===== config.mk =====
export PLATFORM = sky130hd
export DESIGN_NAME = rdmx_header_builder
export DESIGN_NICKNAME = d
export VERILOG_FILES = /design/src/hw/rdmx_pkg.sv /design/src/hw/rdmx_header_builder.sv
export SDC_FILE = /design/constraint.sdc
export NUM_CORES = 1
export LEC_CHECK = 0
export ABC_AREA = 1
export BUFFER_PORTS_ARGS = -buffer_cell sky130_fd_sc_hd__buf_2
export CORE_AREA = 2 2 230 232
export DETAILED_ROUTE_END_ITERATION = 16
export DIE_AREA = 0 0 232 234
export GPL_TIMING_DRIVEN = 0
export PLACE_DENSITY_LB_ADDON = 0.05
export SLEW_MARGIN = 20
export SYNTH_ARGS = -nofsm -noshare
export SYNTH_HDL_FRONTEND = slang
export SYNTH_SLANG_ARGS = --single-unit

===== constraint.sdc =====
create_clock -name vclk -period 3.1
set_input_delay 0.31 -clock vclk [all_inputs]
set_output_delay 0.31 -clock vclk [all_outputs]
set_load 0.01 [all_outputs]

===== src/hw/rdmx_pkg.sv =====
// RDMX transmit path shared widths, fixed header constants and header word types
package rdmx_pkg;

   // ========================================
   // Bus widths
   // ========================================

   // Output and payload bus, one 64-byte header fits one beat
   localparam int data_wbits = 512;
   // Bytes per beat, also keep mask width
   localparam int keep_wbits = data_wbits / 8;
   localparam int addr_wbits = 64;
   // Payload length in bytes
   localparam int len_wbits  = 16;

   // ========================================
   // Header byte counts and fixed fields
   // ========================================

   localparam int ip_hdr_len   = 20;
   localparam int udp_hdr_len  = 8;
   localparam int rdmx_hdr_len = 22;

   localparam logic [15:0] rdmx_magic     = 16'h0122;
   localparam logic [15:0] eth_frame_type = 16'h0800;
   // Version 4, IHL 5, DSF zero
   localparam logic [15:0] ip4_ver_dsf    = 16'h4500;
   localparam logic [15:0] ip4_id         = 16'hDEAD;
   // Don't-fragment set, offset zero
   localparam logic [15:0] ip4_flags      = 16'h4000;
   // TTL 64, protocol UDP
   localparam logic [15:0] ip4_ttl_prot   = 16'h4011;
   // Upper 40 bits of the source MAC
   localparam logic [39:0] mac_prefix     = 40'hC400AD0000;

   // Header fields in wire order, first byte on the wire in the top bits
   typedef struct packed {
      logic [47:0] dst_mac;
      logic [47:0] src_mac;
      logic [15:0] frame_type;
      // IPv4, ten words
      logic [15:0] ip_ver_dsf;
      logic [15:0] ip_length;
      logic [15:0] ip_id;
      logic [15:0] ip_flags;
      logic [15:0] ip_ttl_prot;
      logic [15:0] ip_checksum;
      logic [15:0] ip_src_hi;
      logic [15:0] ip_src_lo;
      logic [15:0] ip_dst_hi;
      logic [15:0] ip_dst_lo;
      // UDP
      logic [15:0] udp_src_port;
      logic [15:0] udp_dst_port;
      logic [15:0] udp_length;
      logic [15:0] udp_checksum;
      // RDMX
      logic [15:0] magic;
      logic [63:0] addr;
      logic [95:0] reserved;
   } rdmx_hdr_t;

   // Same 512 bits seen as fields or as bytes, bytes[63] is wire byte 0
   typedef union packed {
      rdmx_hdr_t                   fields;
      logic [keep_wbits-1:0][7:0] bytes;
   } rdmx_hdr_word_u;

endpackage


===== src/hw/rdmx_header_builder.sv =====
// RDMX header builder, forms the little-endian 64-byte Eth/IPv4/UDP/RDMX header beat
module rdmx_header_builder #(
   parameter logic [7:0]  src_mac_low = 8'h02,
   parameter logic [31:0] src_ip      = 32'h0A01_0102,
   parameter logic [31:0] dst_ip      = 32'h0A01_01FF,
   parameter logic [15:0] src_port    = 16'd1000,
   parameter logic [15:0] dst_port    = 16'd32002
) (
   input  logic [rdmx_pkg::len_wbits-1:0]  hdr_length,
   input  logic [rdmx_pkg::addr_wbits-1:0] hdr_addr,
   output logic [rdmx_pkg::data_wbits-1:0] hdr_word
);

   import rdmx_pkg::*;

   // Fixed parts of the IPv4 and UDP lengths
   localparam logic [15:0] ip_len_base  = 16'(ip_hdr_len + udp_hdr_len + rdmx_hdr_len);
   localparam logic [15:0] udp_len_base = 16'(udp_hdr_len + rdmx_hdr_len);

   logic [15:0]    ip_length;
   logic [15:0]    udp_length;
   logic [31:0]    cs32;
   logic [15:0]    ip_checksum;
   rdmx_hdr_word_u hdr;

   assign ip_length  = ip_len_base + hdr_length;
   assign udp_length = udp_len_base + hdr_length;

   // ========================================
   // IPv4 header checksum
   // ========================================

   // Nine nonzero words, checksum field itself counts as zero
   assign cs32 = 32'(ip4_ver_dsf) + 32'(ip4_id) + 32'(ip4_flags) + 32'(ip4_ttl_prot)
               + 32'(src_ip[31:16]) + 32'(src_ip[15:0])
               + 32'(dst_ip[31:16]) + 32'(dst_ip[15:0])
               + 32'(ip_length);

   // One fold of the carries, then ones complement
   assign ip_checksum = ~(cs32[15:0] + cs32[31:16]);

   // ========================================
   // Field fill and byte reversal
   // ========================================
   always_comb begin
      // Ethernet, broadcast destination
      hdr.fields.dst_mac      = '1;
      hdr.fields.src_mac      = {mac_prefix, src_mac_low};
      hdr.fields.frame_type   = eth_frame_type;
      // IPv4
      hdr.fields.ip_ver_dsf   = ip4_ver_dsf;
      hdr.fields.ip_length    = ip_length;
      hdr.fields.ip_id        = ip4_id;
      hdr.fields.ip_flags     = ip4_flags;
      hdr.fields.ip_ttl_prot  = ip4_ttl_prot;
      hdr.fields.ip_checksum  = ip_checksum;
      hdr.fields.ip_src_hi    = src_ip[31:16];
      hdr.fields.ip_src_lo    = src_ip[15:0];
      hdr.fields.ip_dst_hi    = dst_ip[31:16];
      hdr.fields.ip_dst_lo    = dst_ip[15:0];
      // UDP, checksum unused
      hdr.fields.udp_src_port = src_port;
      hdr.fields.udp_dst_port = dst_port;
      hdr.fields.udp_length   = udp_length;
      hdr.fields.udp_checksum = '0;
      // RDMX
      hdr.fields.magic        = rdmx_magic;
      hdr.fields.addr         = hdr_addr;
      hdr.fields.reserved     = '0;

      // MAC sends byte 0 first from bits 7:0, so wire byte 0 goes lowest
      for (int i = 0; i < keep_wbits; i++) begin
         hdr_word[i*8 +: 8] = hdr.bytes[keep_wbits-1-i];
      end
   end

endmodule


==> results.txt <==
----------------------------------------------------
[Outcome]
  Status ... finished with violations
  Failing checks ... negative setup slack

[Detailed routing]
  Detail-routed via count per cell ... 2.329
  Met3 wire length ... 1949 um
  1st-iter DRT viols ... 41
  Routed length on met1 ... 6354 um
  Routed wirelength normalized by instance count ... 9.925 um
  Top layer reached by signal wires ... met5
  Routed Antenna Nets ... 0
  Drt total wl ... 20,000 um
  Met2 routed WL ... 11,610 um
  DRC viols ... 0
  Via count ... 4,693
  Detailed-routing iteration count for the pre-antenna-repair pass ... 4

[STA]
  RSZ-0062 raised after global routing ... true
  Tmin final ... 3.391 ns
  Worst slew margin relative to its limit ... 63.42%
  Max-slew violation count ... 0
  Highest clock frequency the design can meet ... 294.9 MHz
  Final Cycle Share ... 109.4%
  Number of endpoints with negative hold slack in the final report ... 0
  Slew @ Worst Pin ... 0.5468 ns
  Final number of setup-violating endpoints ... 11
  PnR worst setup slack ... -0.2906 ns

[Pwr]
  Leakage power ... 5.386 nW
  Maximum vdd ir drop ... 0.00004124 V
  Share of total power consumed by net switching ... 52.01%
  Total power per unit cell area ... 145.2 nW/um2
  Total power consumption of the routed design ... 1.316 mW
  Share of power burned in registers ... 0%
  Share of power burned in combinational logic ... 100.0%
  Sw Pwr ... 0.6844 mW
  Proportion of power drawn by the clock network ... 0%
  Design internal power ... 0.6316 mW

[Setup path]
  Critical path's most frequent cell ... nor2_4
  Gate family responsible for the most delay along the worst path ... simple AND/OR/NAND/NOR gates
  Startpoint type of the worst setup path ... input port
  Critical Path Sink Type ... output pin
  Required @ worst endpoint ... 2.79 ns
  Critical-path cell with the highest stage delay ... ha_4
  WS Path Type ... input port to output pin
  Crit path DAT ... 3.08 ns
  Critical path fanouts, max ... 7
  Number of buffer and inverter instances along the worst setup path ... 3
  Largest stage delay on the critical path ... 0.27 ns

[Worst hold path]
  Hold Crit Class ... input port to output pin

[Global route]
  Number of antenna violations at the first check in global routing ... 3
  Largest net degree at the start of global routing ... 8
  GRT Residual Overflow ... 0
  Overall track demand over capacity in global routing ... 6.349%
  Via count of the first global-routing pass ... 3,881
  Global-route wire length before repair ... 25,410 um

[Layout]
  Clock Buffer Count ... 0
  Number of nets at the end of the flow ... 1,416
  Area taken by flip-flops and latches ... 0 um2
  Share of final-layout standard cells stronger than drive strength 1 ... 57.42%
  Synthesis-to-finish area growth ... 79.60%
  Number of antenna diodes ... 0
  Fill count ... 6,051
  Final sequential cell count ... 0
  Final instance area ... 9065 um2

[Floorplanning]
  Initial Util ... 9.702%
  Total die area ... 54,290 um2
  Number of rows created at floorplan ... 84
  I/O pin count ... 592
  X dimension of the die ... 232 um
  Total core area ... 52,020 um2
  Vert. Die Dim ... 234 um

[Clock tree]
  Count of hold-fix buffers inserted at cts ... 0

[Job]
  Max-capacitance violation count ... 0

[Placement]
  Total placed instance area ... 8079 um2
  DP HPWL ... 18,970 um
  RePlAce Congestion ... 0.6691
  Number of port buffers ... 127

[Logic synthesis]
  Number of distinct standard cells referenced by the synthesized netlist ... 23
  Post-synthesis instance area ... 5047 um2
  Proportion of synthesized chip area in sequential cells ... 0%
  Mapped Cells ... 748
  Post-Synthesis Mean Instance Area ... 6.748 um2
  Synthesis Warnings ... 0

----------------------------------------------------
cells in the final DEF, fill, tap and decap left out, drive strengths merged:
cell,count
buf,648
ha,6
nand4,14
a211oi,1
a21oi,3
clkinvlp,1
o21ai,2
nor2,30
fa,1
inv,43
xor2,20
conb,400
nand3,31
nor3,2
xnor2,4
clkbuf,2
nand2,119
logic make-up (layout without fill, tap and decap cells):
group	after synthesis	count (layout)	share of synthesized area, %
AO/OA/AOI/OAI	6	6	0.6445
XOR/XNOR	24	24	4.165
adder cells (fa/ha/maj)	7	7	1.884
buffers and inverters	513	694	73.03
other	2	400	0.1488
AND/OR/NAND/NOR	196	196	20.13
final cells by class:
class	instances	area, um2	area share, %
tap	688	860.8	9.496
buffer	469	3528	38.92
timing repair buffer	181	1174	12.95
inverter	44	173.9	1.919
multi-input combinational	633	3328	36.71
per-stage QoR:
| step | setup TNS [ns] | setup WS (ns) | util, % | hold slack (ns) | instances |
|---|---|---|---|---|---|
| 2_1_floorplan | 0 | 0.004180 | - | 0.7001 | 1146 |
| 3_3_place_gp | -13.03 | -1.372 | 15.53 | 0.8057 | 1961 |
| 3_5_place_dp | -13.05 | -1.375 | 15.53 | 0.8043 | 1961 |
| 4_1_cts | -3.321 | -0.4531 | 16.91 | 0.8040 | 2000 |
| 5_1_grt | -4.368 | -0.5320 | 17.42 | 0.8065 | 2015 |
| 6_report | -2.072 | -0.2906 | 17.42 | 0.8029 | 2015 |
worst paths after layout:
path	start	endpoint	slack (ns)	cells after the start
min	hdr_addr[42]	hdr_word[370]	0.80	2
max	hdr_length[2]	hdr_word[197]	-0.29	27
power groups by stage:
stage | combinational (mW) | clock [mW] | sequential [mW]
4_1_cts | 1.24 | 0 | 0
3_5_place_dp | 1.13 | 0 | 0
5_1_grt | 1.45 | 0 | 0
6_report | 1.32 | 0 | 0
3_3_place_gp | 1.13 | 0 | 0
2_1_floorplan | 0.905 | 0 | 0
metal layers:
metal  global-route usage, %  vias up
met1                   5.996     1861
li1                        -     2567
met3                   1.909        6
met4                  0.1803        4
met5                       0        -
met2                   13.74      255
Yosys cell counts (2+ instances only):
| cell | number | area, um2 |
|---|---|---|
| a21oi_1 | 3 | 15.01 |
| buf_4 | 469 | 3521 |
| conb_1 | 2 | 7.510 |
| ha_1 | 6 | 75.07 |
| inv_1 | 35 | 131.4 |
| inv_2 | 9 | 33.78 |
| nand2_1 | 99 | 371.6 |
| nand2_2 | 15 | 93.84 |
| nand2_4 | 5 | 56.30 |
| nand3_1 | 21 | 105.1 |
| nand3_2 | 8 | 80.08 |
| nand3_4 | 2 | 35.03 |
| nand4_1 | 13 | 81.33 |
| nor2_1 | 17 | 63.81 |
| nor2_2 | 8 | 50.05 |
| nor2_4 | 5 | 56.30 |
| nor3_1 | 2 | 10.01 |
| o21ai_0 | 2 | 10.01 |
| xnor2_1 | 4 | 35.03 |
| xor2_1 | 20 | 175.2 |
timing repair:
action / CTS / global route
resized for setup: 100 / 37
pin swaps: 44 / 38
endpoints found under the setup margin: 16 / 12
buffers inserted: 40 / 18
No activity file was read; power rests on OpenSTA's default activity.
