## config.mk

```make
export PLATFORM = sky130hd
export DESIGN_NAME = rdmx_stream_fifo
export DESIGN_NICKNAME = d
export VERILOG_FILES = /design/src/hw/rdmx_stream_fifo.sv
export SDC_FILE = /design/constraint.sdc
export NUM_CORES = 1
export LEC_CHECK = 0
export ABC_CLOCK_PERIOD_IN_PS = 5350
export BUFFER_PORTS_ARGS = -buffer_cell sky130_fd_sc_hd__buf_2
export CAP_MARGIN = 20
export CORE_MARGIN = 2
export CORE_UTILIZATION = 45
export DETAILED_ROUTE_END_ITERATION = 8
export GPL_TIMING_DRIVEN = 0
export PLACE_DENSITY_LB_ADDON = 0.3
export REMOVE_ABC_BUFFERS = 1
export SYNTH_ARGS = -nofsm -noshare
export SYNTH_HDL_FRONTEND = slang
export SYNTH_SLANG_ARGS = --single-unit
```

## constraint.sdc

```tcl
create_clock -name dst_clk -period 5.35 [get_ports dst_clk]
set_input_delay 1.07 -clock dst_clk [delete_from_list [all_inputs] [get_ports dst_clk]]
set_output_delay 1.07 -clock dst_clk [all_outputs]
set_load 0.005 [all_outputs]
```

## src/hw/rdmx_stream_fifo.sv

```systemverilog
// Synchronous show-ahead FIFO with valid/ready handshakes on both sides
module rdmx_stream_fifo #(
   parameter int width = 8,
   parameter int depth = 4
) (
   input  logic             dst_clk,
   input  logic             dst_resetn,
   input  logic [width-1:0] in_data,
   input  logic             in_valid,
   output logic             in_ready,
   output logic [width-1:0] out_data,
   output logic             out_valid,
   input  logic             out_ready
);

   localparam int ptr_wbits = (depth > 1) ? $clog2(depth) : 1;
   localparam int cnt_wbits = $clog2(depth + 1);

   // Storage, no reset on the payload
   logic [width-1:0]     mem [depth];
   logic [ptr_wbits-1:0] wr_ptr;
   logic [ptr_wbits-1:0] rd_ptr;
   // Occupancy, 0 to depth
   logic [cnt_wbits-1:0] count;
   logic                 push;
   logic                 pop;

   // Space left means input accepted
   assign in_ready  = (count != cnt_wbits'(depth));
   // Head entry is always presented
   assign out_valid = (count != '0);
   assign out_data  = mem[rd_ptr];

   assign push = in_valid & in_ready;
   assign pop  = out_valid & out_ready;

   always_ff @(posedge dst_clk) begin
      if (push) begin
         mem[wr_ptr] <= in_data;
      end
   end

   // ========================================
   // Pointers and count
   // ========================================
   always_ff @(posedge dst_clk) begin
      if (!dst_resetn) begin
         wr_ptr <= '0;
         rd_ptr <= '0;
         count  <= '0;
      end else begin
         // Wrap explicitly, depth need not be a power of two
         if (push) begin
            wr_ptr <= (wr_ptr == ptr_wbits'(depth - 1)) ? '0 : wr_ptr + 1'b1;
         end
         if (pop) begin
            rd_ptr <= (rd_ptr == ptr_wbits'(depth - 1)) ? '0 : rd_ptr + 1'b1;
         end
         // Simultaneous push and pop leaves count unchanged
         if (push && !pop) begin
            count <= count + 1'b1;
         end else if (pop && !push) begin
            count <= count - 1'b1;
         end
      end
   end

endmodule

```

==> results by group, run 1 <==
Detailed routing
  – Vias: 842
  – Starting DRC count in detailed routing: 31
  – Pre-Repair DR Iteration Count: 3
  – DR WL/cell: 14.7 um
  – Via-to-Cell Ratio: 5.13
  – Drt total wl: 2.41 mm
  – DRC: 0
  – Antenna viol nets, final: 0

Power and ir drop
  – Total power: 0.000840 W
  – Leakage: 0.676 nW
  – Power per cell area: 451 nW/um^2
  – Worst IR drop on VDD: 0.000263 V

Global route
  – Overflow after GRT: 0
  – Initial antenna violation count: 0
  – Met3 usage: 5.46%
  – Number of global-route vias before repair: 882
  – Met1 usage: 14.4%
  – Met2 global-route usage: 25.1%
  – First-pass GRT wire length: 4.08 mm
  – Gr usage total: 13.9%
  – Gr busiest metal: met2
  – Largest net degree at the start of global routing: 15

Layout
  – Nets: 136
  – Layout cell share with drive strength beyond 1: 37.3%
  – Area Overhead vs Synth: 14.0%
  – N_diodes: 0

Yosys
  – Area contributors post-synth: edfxtp_1 (59%), dfxtp_1 (11%), mux4_2 (11%)
  – Post-synthesis sequential area ratio: 69.8%
  – Mean Syn Cell Area: 17.6 sq um
  – Synthesized area: 1640 sq um
  – Flops & latches, synth: 41
  – Unique masters post-synth: 26
  – Area share of the largest cell type after synthesis: 58.8%
  – Cell with the most instances after synthesis: edfxtp_1
  – Post-synthesis cell count: 93
  – Fraction of registers with async set/reset: 0%
  – Most frequent cells after synthesis: edfxtp_1 (32), dfxtp_1 (9), mux4_2 (8)
  – Top_reg_cell synth: edfxtp_1
  – Yosys warns: 0
  – Post-synth top area cell: edfxtp_1
  – Number of synthesized flops with an enable pin: 32

Timing
  – Setup_tns: 0 ps
  – Setup Skew: 9.90 ps
  – Setup violators final: 0
  – Normalized max-slew margin: 63.8%
  – Final period util: 52.5%
  – Max-slew violation count: 0
  – Top achievable clock speed: 356 MHz
  – Final-report hold violation count: 0
  – Unrepaired setup endpoints after global routing: false
  – Tightest Pin Transition: 542 ps
  – Period minus WS final: 2810 ps
  – Hold slack: 525 ps

Critical path
  – Cell Chain, Critical Path: mux4_2 -> buf_2
  – Required time worst endpoint: 4280 ps
  – CP max stage delay: 680 ps
  – Slowest stage cell, crit path: dfxtp_1
  – Kind of cell adding the most delay to the critical path: flip-flops
  – Buf/Inv on CP: 1
  – Crit. End Element: output pin
  – Setup CP Type: flip-flop to output pin
  – CP startpoint kind: flip-flop
  – CP arrival: 1740 ps
  – CP max FO: 8

CTS
  – H-tree lvl count: 2
  – Clk buf depth: 2
  – Cts hold-fix bufs: 0
  – CTS tree: done
  – Clock Sinks: 41
  – Post-cts gate resize count: 0
  – Skew-Pair Late Insertion Delay: 350 ps
  – Setup Fix Bufs, Post-CTS: 0
  – CTS Buf Count: 5
  – Worst-path clk slew: 110 ps
  – Root buf cell: clkbuf_4

Place
  – DP HPWL: 1.70 mm
  – GPL Wtd Cong: 0.671
  – Port Buffers: 21

Die
  – Total core area: 3420 sq um
  – Die height: 64.3 um
  – I/O pin total: 22
  – Standard-cell rows: 21
  – Die area: 4130 sq um
  – Initial core utilization: 47.9%
  – Die Wd: 64.3 um

Status
  – Outcome: finished, final reports clean

Job
  – Max_cap viols: 0

Worst hold path
  – Hold/Removal Path Class: flip-flop to flip-flop
[routing by layer]
layer  part of all wire [%]  wire length, um
met2                     54             1300
met4                    1.4               34
met5                      0                0
met3                    5.2              126
met1                     39              946
[logic make-up (layout without fill, tap and decap cells)]
kind of cell               Yosys count  count (layout)  share of synthesized area, %
xor gates and xnor gates             2               2                          1.07
adders and majority gates            7               7                          5.81
DFF                                 41              41                          69.8
muxes                               10              10                          12.2
AOI/OAI and AO/OA                    6               6                          2.14
buffers and inverters                7              32                          1.76
and+or+nand+nor                     20              20                          7.19
[where the power goes]
part / total [W] / switching (W) / internal (W)
logic: 0.000209 / 0.0000902 / 0.000119
clock network: 0.000198 / 0.0000986 / 0.0000989
registers: 0.000433 / 0.0000414 / 0.000392
[path summary, 6_finish.rpt]
check | from | endpoint | slack, ps | depth (start not counted)
hold reg to reg | wr_ptr[0] | wr_ptr[0] | 520 | 2
setup / recovery | flip-flop | out_data[4] | 2540 | 2
setup reg to reg | count[0] | count[2] | 2930 | 7
hold / removal | wr_ptr[0] | wr_ptr[0] | 520 | 2
[per-stage QoR]
stage / worst slack, ps / instance area (sq um) / instances / utilization [%]
3_3_place_gp: 2550 / 1780 / 156 / 52.1
6_report: 2540 / 1860 / 164 / 54.6
5_1_grt: 2400 / 1860 / 164 / 54.6
2_1_floorplan: 2740 / 1620 / 89 / -
3_5_place_dp: 2480 / 1780 / 156 / 52.1
4_1_cts: 2470 / 1860 / 164 / 54.6
[flip-flops by register name, indices dropped and copies added (netlist names), named ones only]
| register | flops |
|---|---|
| count | 3 |
| rd_ptr | 2 |
| mem | 32 |
| wr_ptr | 2 |
[layout by cell type (no fill, tap or decap)]
cell type,Yosys,layout
and2_4,1,1
o31ai_1,1,1
nor2b_1,1,1
nand4_1,1,1
and2_1,1,1
nand3_1,2,2
clkinv_4,0,1
and3_2,4,4
dfxtp_1,9,9
nor2_1,2,2
a21boi_0,1,1
or3b_1,1,1
nand2_1,5,5
buf_2,1,21
fa_1,1,1
clkbuf_4,0,5
ha_1,6,6
xor2_1,1,1
mux2i_1,2,2
or3_2,2,2
bufinv_16,0,1
xnor2_1,1,1
mux4_2,8,8
edfxtp_1,32,32
inv_1,3,3
o21ai_0,4,4
clkinvlp_4,0,1
[layout make-up]
cell class	instances	area [sq um]
Tap cell	46	57.6
Clock inverter	3	46.3
Inverter	3	11.3
Fill cell	303	1550
Clock buffer	5	37.5
Sequential cell	41	1140
Multi-Input combinational cell	45	465
Timing Repair Buffer	21	105
[tightest hold or removal path, stage by stage (launching register included)]
cell and delay (ps):
dfxtp_1 360, nand2_1 60, o21ai_0 60
(Power assumes the default switching activity.)
==> inputs of run 2 (changes only) <==
--- a/config.mk
+++ b/config.mk
@@ -5,7 +5,8 @@
 export SDC_FILE = /design/constraint.sdc
 export NUM_CORES = 1
 export LEC_CHECK = 0
-export ABC_CLOCK_PERIOD_IN_PS = 5350
+export ABC_AREA = 1
+export ABC_CLOCK_PERIOD_IN_PS = 2300
 export BUFFER_PORTS_ARGS = -buffer_cell sky130_fd_sc_hd__buf_2
 export CAP_MARGIN = 20
 export CORE_MARGIN = 2
==> constraint.sdc (replaced) <==
create_clock -name dst_clk -period 2.3 [get_ports dst_clk]
set_input_delay 0.46 -clock dst_clk [delete_from_list [all_inputs] [get_ports dst_clk]]
set_output_delay 0.46 -clock dst_clk [all_outputs]
set_load 0.005 [all_outputs]
==> run 2 against run 1 <==
  * Flip-flop and latch count is the same
  * Sequential share of layout area shrank 1.6 points
  * Register-to-register slack lost 2500 ps
  * First-iteration DRC count grew 29%
  * Cell count grew 35%
  * Sequential power grew 140%
  * Hold slack lost 150 ps
  * Total power grew 150%
  * Largest power group unchanged
  * Global-route usage grew 2.4 points
  * Die area grew 3.2%
  * Critical path type unchanged
  * Design area grew 2.8%
  * Count of clock-buffer cells in the layout is the same
==> results by group, run 2 <==
CTS
  – Clk buf depth: 2 (unchanged)
  – CTS tree: done (unchanged)
  – Setup Fix Bufs, Post-CTS: 0 (unchanged)
  – Clock Sinks: 41 (unchanged)
  – H-tree lvl count: 2 (unchanged)
  – Cts hold-fix bufs: 0 (unchanged)
  – Root buf cell: clkbuf_8 (was clkbuf_4)
  – CTS Buf Count: 5 (unchanged)
  – Worst-path clk slew: 70 ps (was 110 ps)
  – Post-cts gate resize count: 0 (unchanged)
  – Skew-Pair Late Insertion Delay: 290 ps (was 350 ps)

Power and ir drop
  – Leakage: 0.758 nW (was 0.676 nW)
  – Total power: 0.00210 W (was 0.000840 W)
  – Worst IR drop on VDD: 0.000501 V (was 0.000263 V)
  – Power per cell area: 1090 nW/um^2 (was 451 nW/um^2)

Critical path
  – CP startpoint kind: flip-flop (unchanged)
  – Required time worst endpoint: 1840 ps (was 4280 ps)
  – Slowest stage cell, crit path: dfxtp_2 (was dfxtp_1)
  – Cell Chain, Critical Path: inv_2 -> o21ai_0 -> o22ai_1 -> buf_2 (was mux4_2 -> buf_2)
  – Reg-to-Reg Start: count[1] (was count[0])
  – Reg2reg path depth: 9 (was 7)
  – Setup CP Type: flip-flop to output pin (unchanged)
  – CP max FO: 17 (was 8)
  – Crit. End Element: output pin (unchanged)
  – Buf/Inv on CP: 2 (was 1)
  – Kind of cell adding the most delay to the critical path: flip-flops (unchanged)
  – Reg2reg end: count[1] (was count[2])
  – CP arrival: 1550 ps (was 1740 ps)
  – CP max stage delay: 540 ps (was 680 ps)
  – Reg2Reg Setup Slack: 460 ps (was 2930 ps)

Timing
  – Max-slew violation count: 0 (unchanged)
  – Hold slack: 377 ps (was 525 ps)
  – Tightest Pin Transition: 809 ps (was 542 ps)
  – Unrepaired setup endpoints after global routing: false (unchanged)
  – Final period util: 87.2%
  – Top achievable clock speed: 499 MHz
  – Setup_tns: 0 ps (unchanged)
  – Setup Skew: 3.79 ps (was 9.90 ps)
  – Normalized max-slew margin: 45.9% (was 63.8%)
  – Period minus WS final: 2010 ps
  – Setup violators final: 0 (unchanged)
  – Final-report hold violation count: 0 (unchanged)

Layout
  – Fill cells: 335 (was 303)
  – Layout cell share with drive strength beyond 1: 20.2% (was 37.3%)
  – N_diodes: 0 (unchanged)
  – Area Overhead vs Synth: 13.3% (was 14.0%)
  – Commonest cells after routing, fill and taps aside: nor2_1 (32), edfxtp_1 (32), buf_2 (21) (was edfxtp_1 (32), buf_2 (21), dfxtp_1 (9))
  – Largest register by flop count: mem (unchanged)
  – Regs by FF count: mem x32, count x3 (unchanged)
  – Nets: 191 (was 136)
  – Post-route non-filler standard cell count: 221 (was 164)
  – Max FFs per register: 32 (unchanged)

Worst hold path
  – WHS Path Cells: 1 (was 2)
  – Worst Hold Path EP: mem[3][0] (was wr_ptr[0])
  – Worst Hold Launch: in_data[0] (was wr_ptr[0])
  – Hold/Removal Path Class: primary input to flip-flop (was flip-flop to flip-flop)

Global route
  – Largest net degree at the start of global routing: 18 (was 15)
  – Gr usage total: 16.4% (was 13.9%)
  – Initial antenna violation count: 0 (unchanged)
  – First-pass GRT wire length: 4.94 mm (was 4.08 mm)
  – Number of global-route vias before repair: 1094 (was 882)
  – Overflow after GRT: 0 (unchanged)

Job
  – Max_cap viols: 0 (unchanged)

Die
  – Die height: 65.3 um (was 64.3 um)
  – Initial core utilization: 46.5% (was 47.9%)
  – Die Wd: 65.3 um (was 64.3 um)
  – Standard-cell rows: 22 (was 21)
  – Die area: 4260 sq um (was 4130 sq um)
  – I/O pin total: 22 (unchanged)
  – Total core area: 3630 sq um (was 3420 sq um)

Detailed routing
  – DRC: 0 (unchanged)
  – Starting DRC count in detailed routing: 40 (was 31)
  – Via-to-Cell Ratio: 4.84 (was 5.13)
  – Pre-Repair DR Iteration Count: 4 (was 3)
  – DR WL/cell: 14.0 um (was 14.7 um)
  – Drt total wl: 3.08 mm (was 2.41 mm)
  – Vias: 1069 (was 842)
  – Antenna viol nets, final: 0 (unchanged)

Place
  – DP HPWL: 1.99 mm (was 1.70 mm)
  – GPL Wtd Cong: 0.718 (was 0.671)
  – Port Buffers: 21 (unchanged)
  – Placed insts: 213 (was 156)

Yosys
  – Unique masters post-synth: 19 (was 26)
  – Synthesized area: 1690 sq um (was 1640 sq um)
  – Fraction of registers with async set/reset: 0% (unchanged)
  – Mean Syn Cell Area: 11.6 sq um (was 17.6 sq um)
  – Top_reg_cell synth: edfxtp_1 (unchanged)
  – Yosys warns: 0 (unchanged)
  – Post-synth top area cell: edfxtp_1 (unchanged)
  – Area share of the largest cell type after synthesis: 56.8% (was 58.8%)
  – Flops & latches, synth: 41 (unchanged)
  – Area contributors post-synth: edfxtp_1 (57%), dfxtp_1 (11%), nor2_1 (7.1%) (was edfxtp_1 (59%), dfxtp_1 (11%), mux4_2 (11%))
  – Most frequent cells after synthesis: edfxtp_1 (32), nor2_1 (32), inv_1 (16) (was edfxtp_1 (32), dfxtp_1 (9), mux4_2 (8))
  – Post-synthesis cell count: 146 (was 93)
  – Post-synthesis sequential area ratio: 67.5% (was 69.8%)
  – Number of synthesized flops with an enable pin: 32 (unchanged)

Status
  – Outcome: finished, final reports clean (unchanged)
==> run 2: changes by cell type after synthesis, moves of 2 or more <==
cell,before,now
a21oi_1,0,2
and3_2,4,0
buf_6,0,2
inv_1,3,16
mux2i_1,2,0
mux4_2,8,0
nand2_1,5,13
nand2_2,0,2
nor2_1,2,32
o21ai_0,4,14
o21ai_2,0,3
o22ai_1,0,8
or3_2,2,0
==> run 2: report_power, final <==
group	switching [W]	total, W	internal [W]
clock	0.000236	0.000440	0.000204
combinational	0.000378	0.000629	0.000250
sequential	0.000103	0.00103	0.000923
total	0.000718	0.00210	0.00138
==> run 2: cell type report <==
cell class              count  area [sq um]  share of cell area [%]
inverters                  17          63.8                    3.33
flip-flops and latches     41          1140                    59.6
multi-input cells          86           463                    24.2
clock inverters             3          12.5                   0.653
clock buffers               5          68.8                    3.59
well taps                  48          60.1                    3.14
repair buffers             21           105                    5.49
==> run 2: stage by stage <==
| step | worst slack [ps] | util, % | cell area, sq um |
|---|---|---|---|
| final | 295 | 52.7 | 1920 |
| after global routing | 191 | 52.7 | 1920 |
| after CTS | 25.2 | 52.7 | 1910 |
| after detailed placement | 361 | 50.4 | 1830 |
| after global placement | 440 | 50.4 | 1830 |
| after floorplan | 627 | - | 1670 |
==> run 2: worst max-delay path by stage <==
stage,startpoint,endpoint,slack [ps],cells past startpoint
floorplan,count[1],count[1],630,9
global placement,flip-flop,out_data[3],440,4
detailed placement,flip-flop,out_data[2],360,4
CTS,flip-flop,out_data[1],30,4
global route,flip-flop,out_data[1],190,4
finish,flip-flop,out_data[1],290,4
==> run 2: cell families after synthesis <==
| kind of cell | count (synthesis) | synth area share, % |
|---|---|---|
| AOI/OAI and AO/OA | 28 | 9.55 |
| adders and majority gates | 7 | 5.63 |
| buffers and inverters | 19 | 5.11 |
| DFF | 41 | 67.5 |
| and+or+nand+nor | 51 | 12.2 |
==> run 2: layer usage <==
metal | GRT usage [%] | vias up | wire length [um]
li1 | - | 549 | -
met1 | 17.1 | 495 | 1270
met2 | 29.6 | 20 | 1610
met3 | 5.65 | 5 | 149
met4 | 7.03 | 0 | 58
met5 | 0 | - | 0
==> inputs of run 3 (changes only) <==
--- a/config.mk
+++ b/config.mk
@@ -9,8 +9,10 @@
 export ABC_CLOCK_PERIOD_IN_PS = 2300
 export BUFFER_PORTS_ARGS = -buffer_cell sky130_fd_sc_hd__buf_2
 export CAP_MARGIN = 20
+export CELL_PAD_IN_SITES_DETAIL_PLACEMENT = 0
+export CELL_PAD_IN_SITES_GLOBAL_PLACEMENT = 1
 export CORE_MARGIN = 2
-export CORE_UTILIZATION = 45
+export CORE_UTILIZATION = 40
 export DETAILED_ROUTE_END_ITERATION = 8
 export GPL_TIMING_DRIVEN = 0
 export PLACE_DENSITY_LB_ADDON = 0.3
==> run 3 against run 2 <==
  * Total power is 0.20% lower
  * Clock power is 4% higher
  * Flip-flop and latch count stayed put
  * Hold slack better by 8.9 ps
  * Cell count is 0.90% higher
  * Design area is 0.59% higher
  * Via count is 0.65% higher
  * Sequential share of layout area is 0.35 points lower
  * Non-clock buffer count stayed put
  * Largest cell class unchanged
  * Largest power group unchanged
==> results by group, run 3 (synthesis gave the netlist of run 2 again) <==
Global route
  – Met1 usage: 14.4% (was 17.1%)
  – Gr busiest metal: met2 (unchanged)
  – Met2 global-route usage: 23.4% (was 29.6%)
  – Met3 usage: 5.12% (was 5.65%)
  – Gr usage total: 13.4% (was 16.4%)
  – Number of global-route vias before repair: 1030 (was 1094)
  – Initial antenna violation count: 0 (unchanged)
  – Largest net degree at the start of global routing: 18 (unchanged)
  – First-pass GRT wire length: 4.79 mm (was 4.94 mm)
  – Overflow after GRT: 0 (unchanged)

Detailed routing
  – Vias: 1076 (was 1069)
  – Drt total wl: 2.87 mm (was 3.08 mm)
  – Starting DRC count in detailed routing: 47 (was 40)
  – DR WL/cell: 12.9 um (was 14.0 um)
  – Pre-Repair DR Iteration Count: 4 (unchanged)
  – DRC: 0 (unchanged)
  – Antenna viol nets, final: 0 (unchanged)
  – Via-to-Cell Ratio: 4.83 (was 4.84)

Critical path
  – CP startpoint kind: flip-flop (unchanged)
  – CP max FO: 17 (unchanged)
  – CP arrival: 1480 ps (was 1550 ps)
  – Required time worst endpoint: 1840 ps (about the same)
  – Crit. End Element: output pin (unchanged)
  – Reg2Reg Setup Slack: 470 ps (was 460 ps)
  – Setup CP Type: flip-flop to output pin (unchanged)

Die
  – Initial core utilization: 42.0% (was 46.5%)
  – Die Wd: 69.0 um (was 65.3 um)
  – Die area: 4760 sq um (was 4260 sq um)
  – I/O pin total: 22 (unchanged)
  – Standard-cell rows: 23 (was 22)
  – Die height: 69.0 um (was 65.3 um)
  – Total core area: 4030 sq um (was 3630 sq um)

Timing
  – Setup violators final: 0 (unchanged)
  – Final-report hold violation count: 0 (unchanged)
  – Final period util: 84.2% (was 87.2%)
  – Setup_tns: 0 ps (unchanged)
  – Unrepaired setup endpoints after global routing: false (unchanged)
  – Setup Skew: 2.56 ps (was 3.79 ps)
  – Tightest Pin Transition: 804 ps (was 809 ps)
  – Normalized max-slew margin: 46.2% (was 45.9%)
  – Period minus WS final: 1940 ps (was 2010 ps)
  – Max-slew violation count: 0 (unchanged)
  – Top achievable clock speed: 516 MHz (was 499 MHz)

CTS
  – Clock Sinks: 41 (unchanged)
  – Worst-path clk slew: 70 ps (about the same)
  – Clk buf depth: 2 (unchanged)
  – Skew-Pair Late Insertion Delay: 280 ps (was 290 ps)
  – H-tree lvl count: 2 (unchanged)
  – Cts hold-fix bufs: 0 (unchanged)
  – CTS Buf Count: 5 (unchanged)
  – CTS tree: done (unchanged)
  – Root buf cell: clkbuf_8 (unchanged)

Place
  – Port Buffers: 21 (unchanged)
  – GPL Wtd Cong: 0.683 (was 0.718)
  – DP HPWL: 2.00 mm (was 1.99 mm)

Layout
  – Layout cell share with drive strength beyond 1: 20.2% (unchanged)
  – Largest register by flop count: mem (unchanged)
  – Nets: 191 (unchanged)
  – Regs by FF count: mem x32, count x3 (unchanged)
  – N_diodes: 0 (unchanged)
  – Area Overhead vs Synth: 14.0% (was 13.3%)
  – Commonest cells after routing, fill and taps aside: nor2_1 (32), edfxtp_1 (32), buf_2 (21) (unchanged)
  – Final Util: 47.8% (was 52.7%)
  – Max FFs per register: 32 (unchanged)

Power and ir drop
  – Worst IR drop on VDD: 0.000536 V (was 0.000501 V)
  – Leakage: 0.761 nW (was 0.758 nW)
  – Power per cell area: 1090 nW/um^2 (about the same)

Status
  – Outcome: finished, final reports clean (unchanged)

Worst hold path
  – Hold/Removal Path Class: primary input to flip-flop (unchanged)

Job
  – Max_cap viols: 0 (unchanged)
[run 3: cell count changes in the layout (fill, tap and decap cells not counted), sizes merged]
cell,previous run,this run
clkbuf,5,8
clkinv,3,0
[run 3: per-stage QoR]
stage	power, W	cells	hold slack, ps	instance area, sq um	worst slack (ps)
global placement	0.00163	215	501	1840	419
detailed placement	0.00167	215	526	1840	340
finish	0.00209	223	386	1930	363
CTS	0.00214	223	373	1930	31.9
floorplan	0.00142	144	491	1670	627
global route	0.00227	223	374	1930	203
[run 3: critical path, cell delays in order (launching register included)]
cell     delay [ps]
dfxtp_2         530
inv_2           210
o21ai_0         220
o22ai_1         100
buf_2           140
[run 3: final timing paths]
kind	startpoint	to	cells past startpoint
setup / recovery	flip-flop	out_data[2]	4
hold / removal	in_data[3]	mem[2][3]	1
setup reg to reg	count[1]	count[1]	9
hold reg to reg	count[0]	count[0]	2
[run 3: repair_timing]
| item | 4_1_cts | 5_1_grt |
|---|---|---|
| gates resized for setup | 0 | 1 |
| setup buffers | 0 | 0 |
| endpoints found under the setup margin | 0 | 6 |
[run 3: layer usage]
layer | vias up | routed length [um]
met5 | - | 0
met2 | 28 | 1500
met3 | 5 | 183
met4 | 0 | 42
met1 | 495 | 1140
li1 | 548 | -
[run 3: report_power, final]
| part | total (W) | switching (W) | internal (W) | leakage, nW |
|---|---|---|---|---|
| Sequential | 0.00102 | 0.0000974 | 0.000924 | 0.368 |
| Combinational | 0.000615 | 0.000367 | 0.000248 | 0.347 |
| Clock | 0.000456 | 0.000212 | 0.000244 | 0.0455 |
| Total | 0.00209 | 0.000676 | 0.00142 | 0.761 |
[run 3: cell type report]
type	instances	area, sq um
inverters	17	63.8
fillers	386	2100
well taps	50	62.6
repair buffers	21	105
clock buffers	8	90.1
multi-input cells	86	463
flip-flops and latches	41	1140
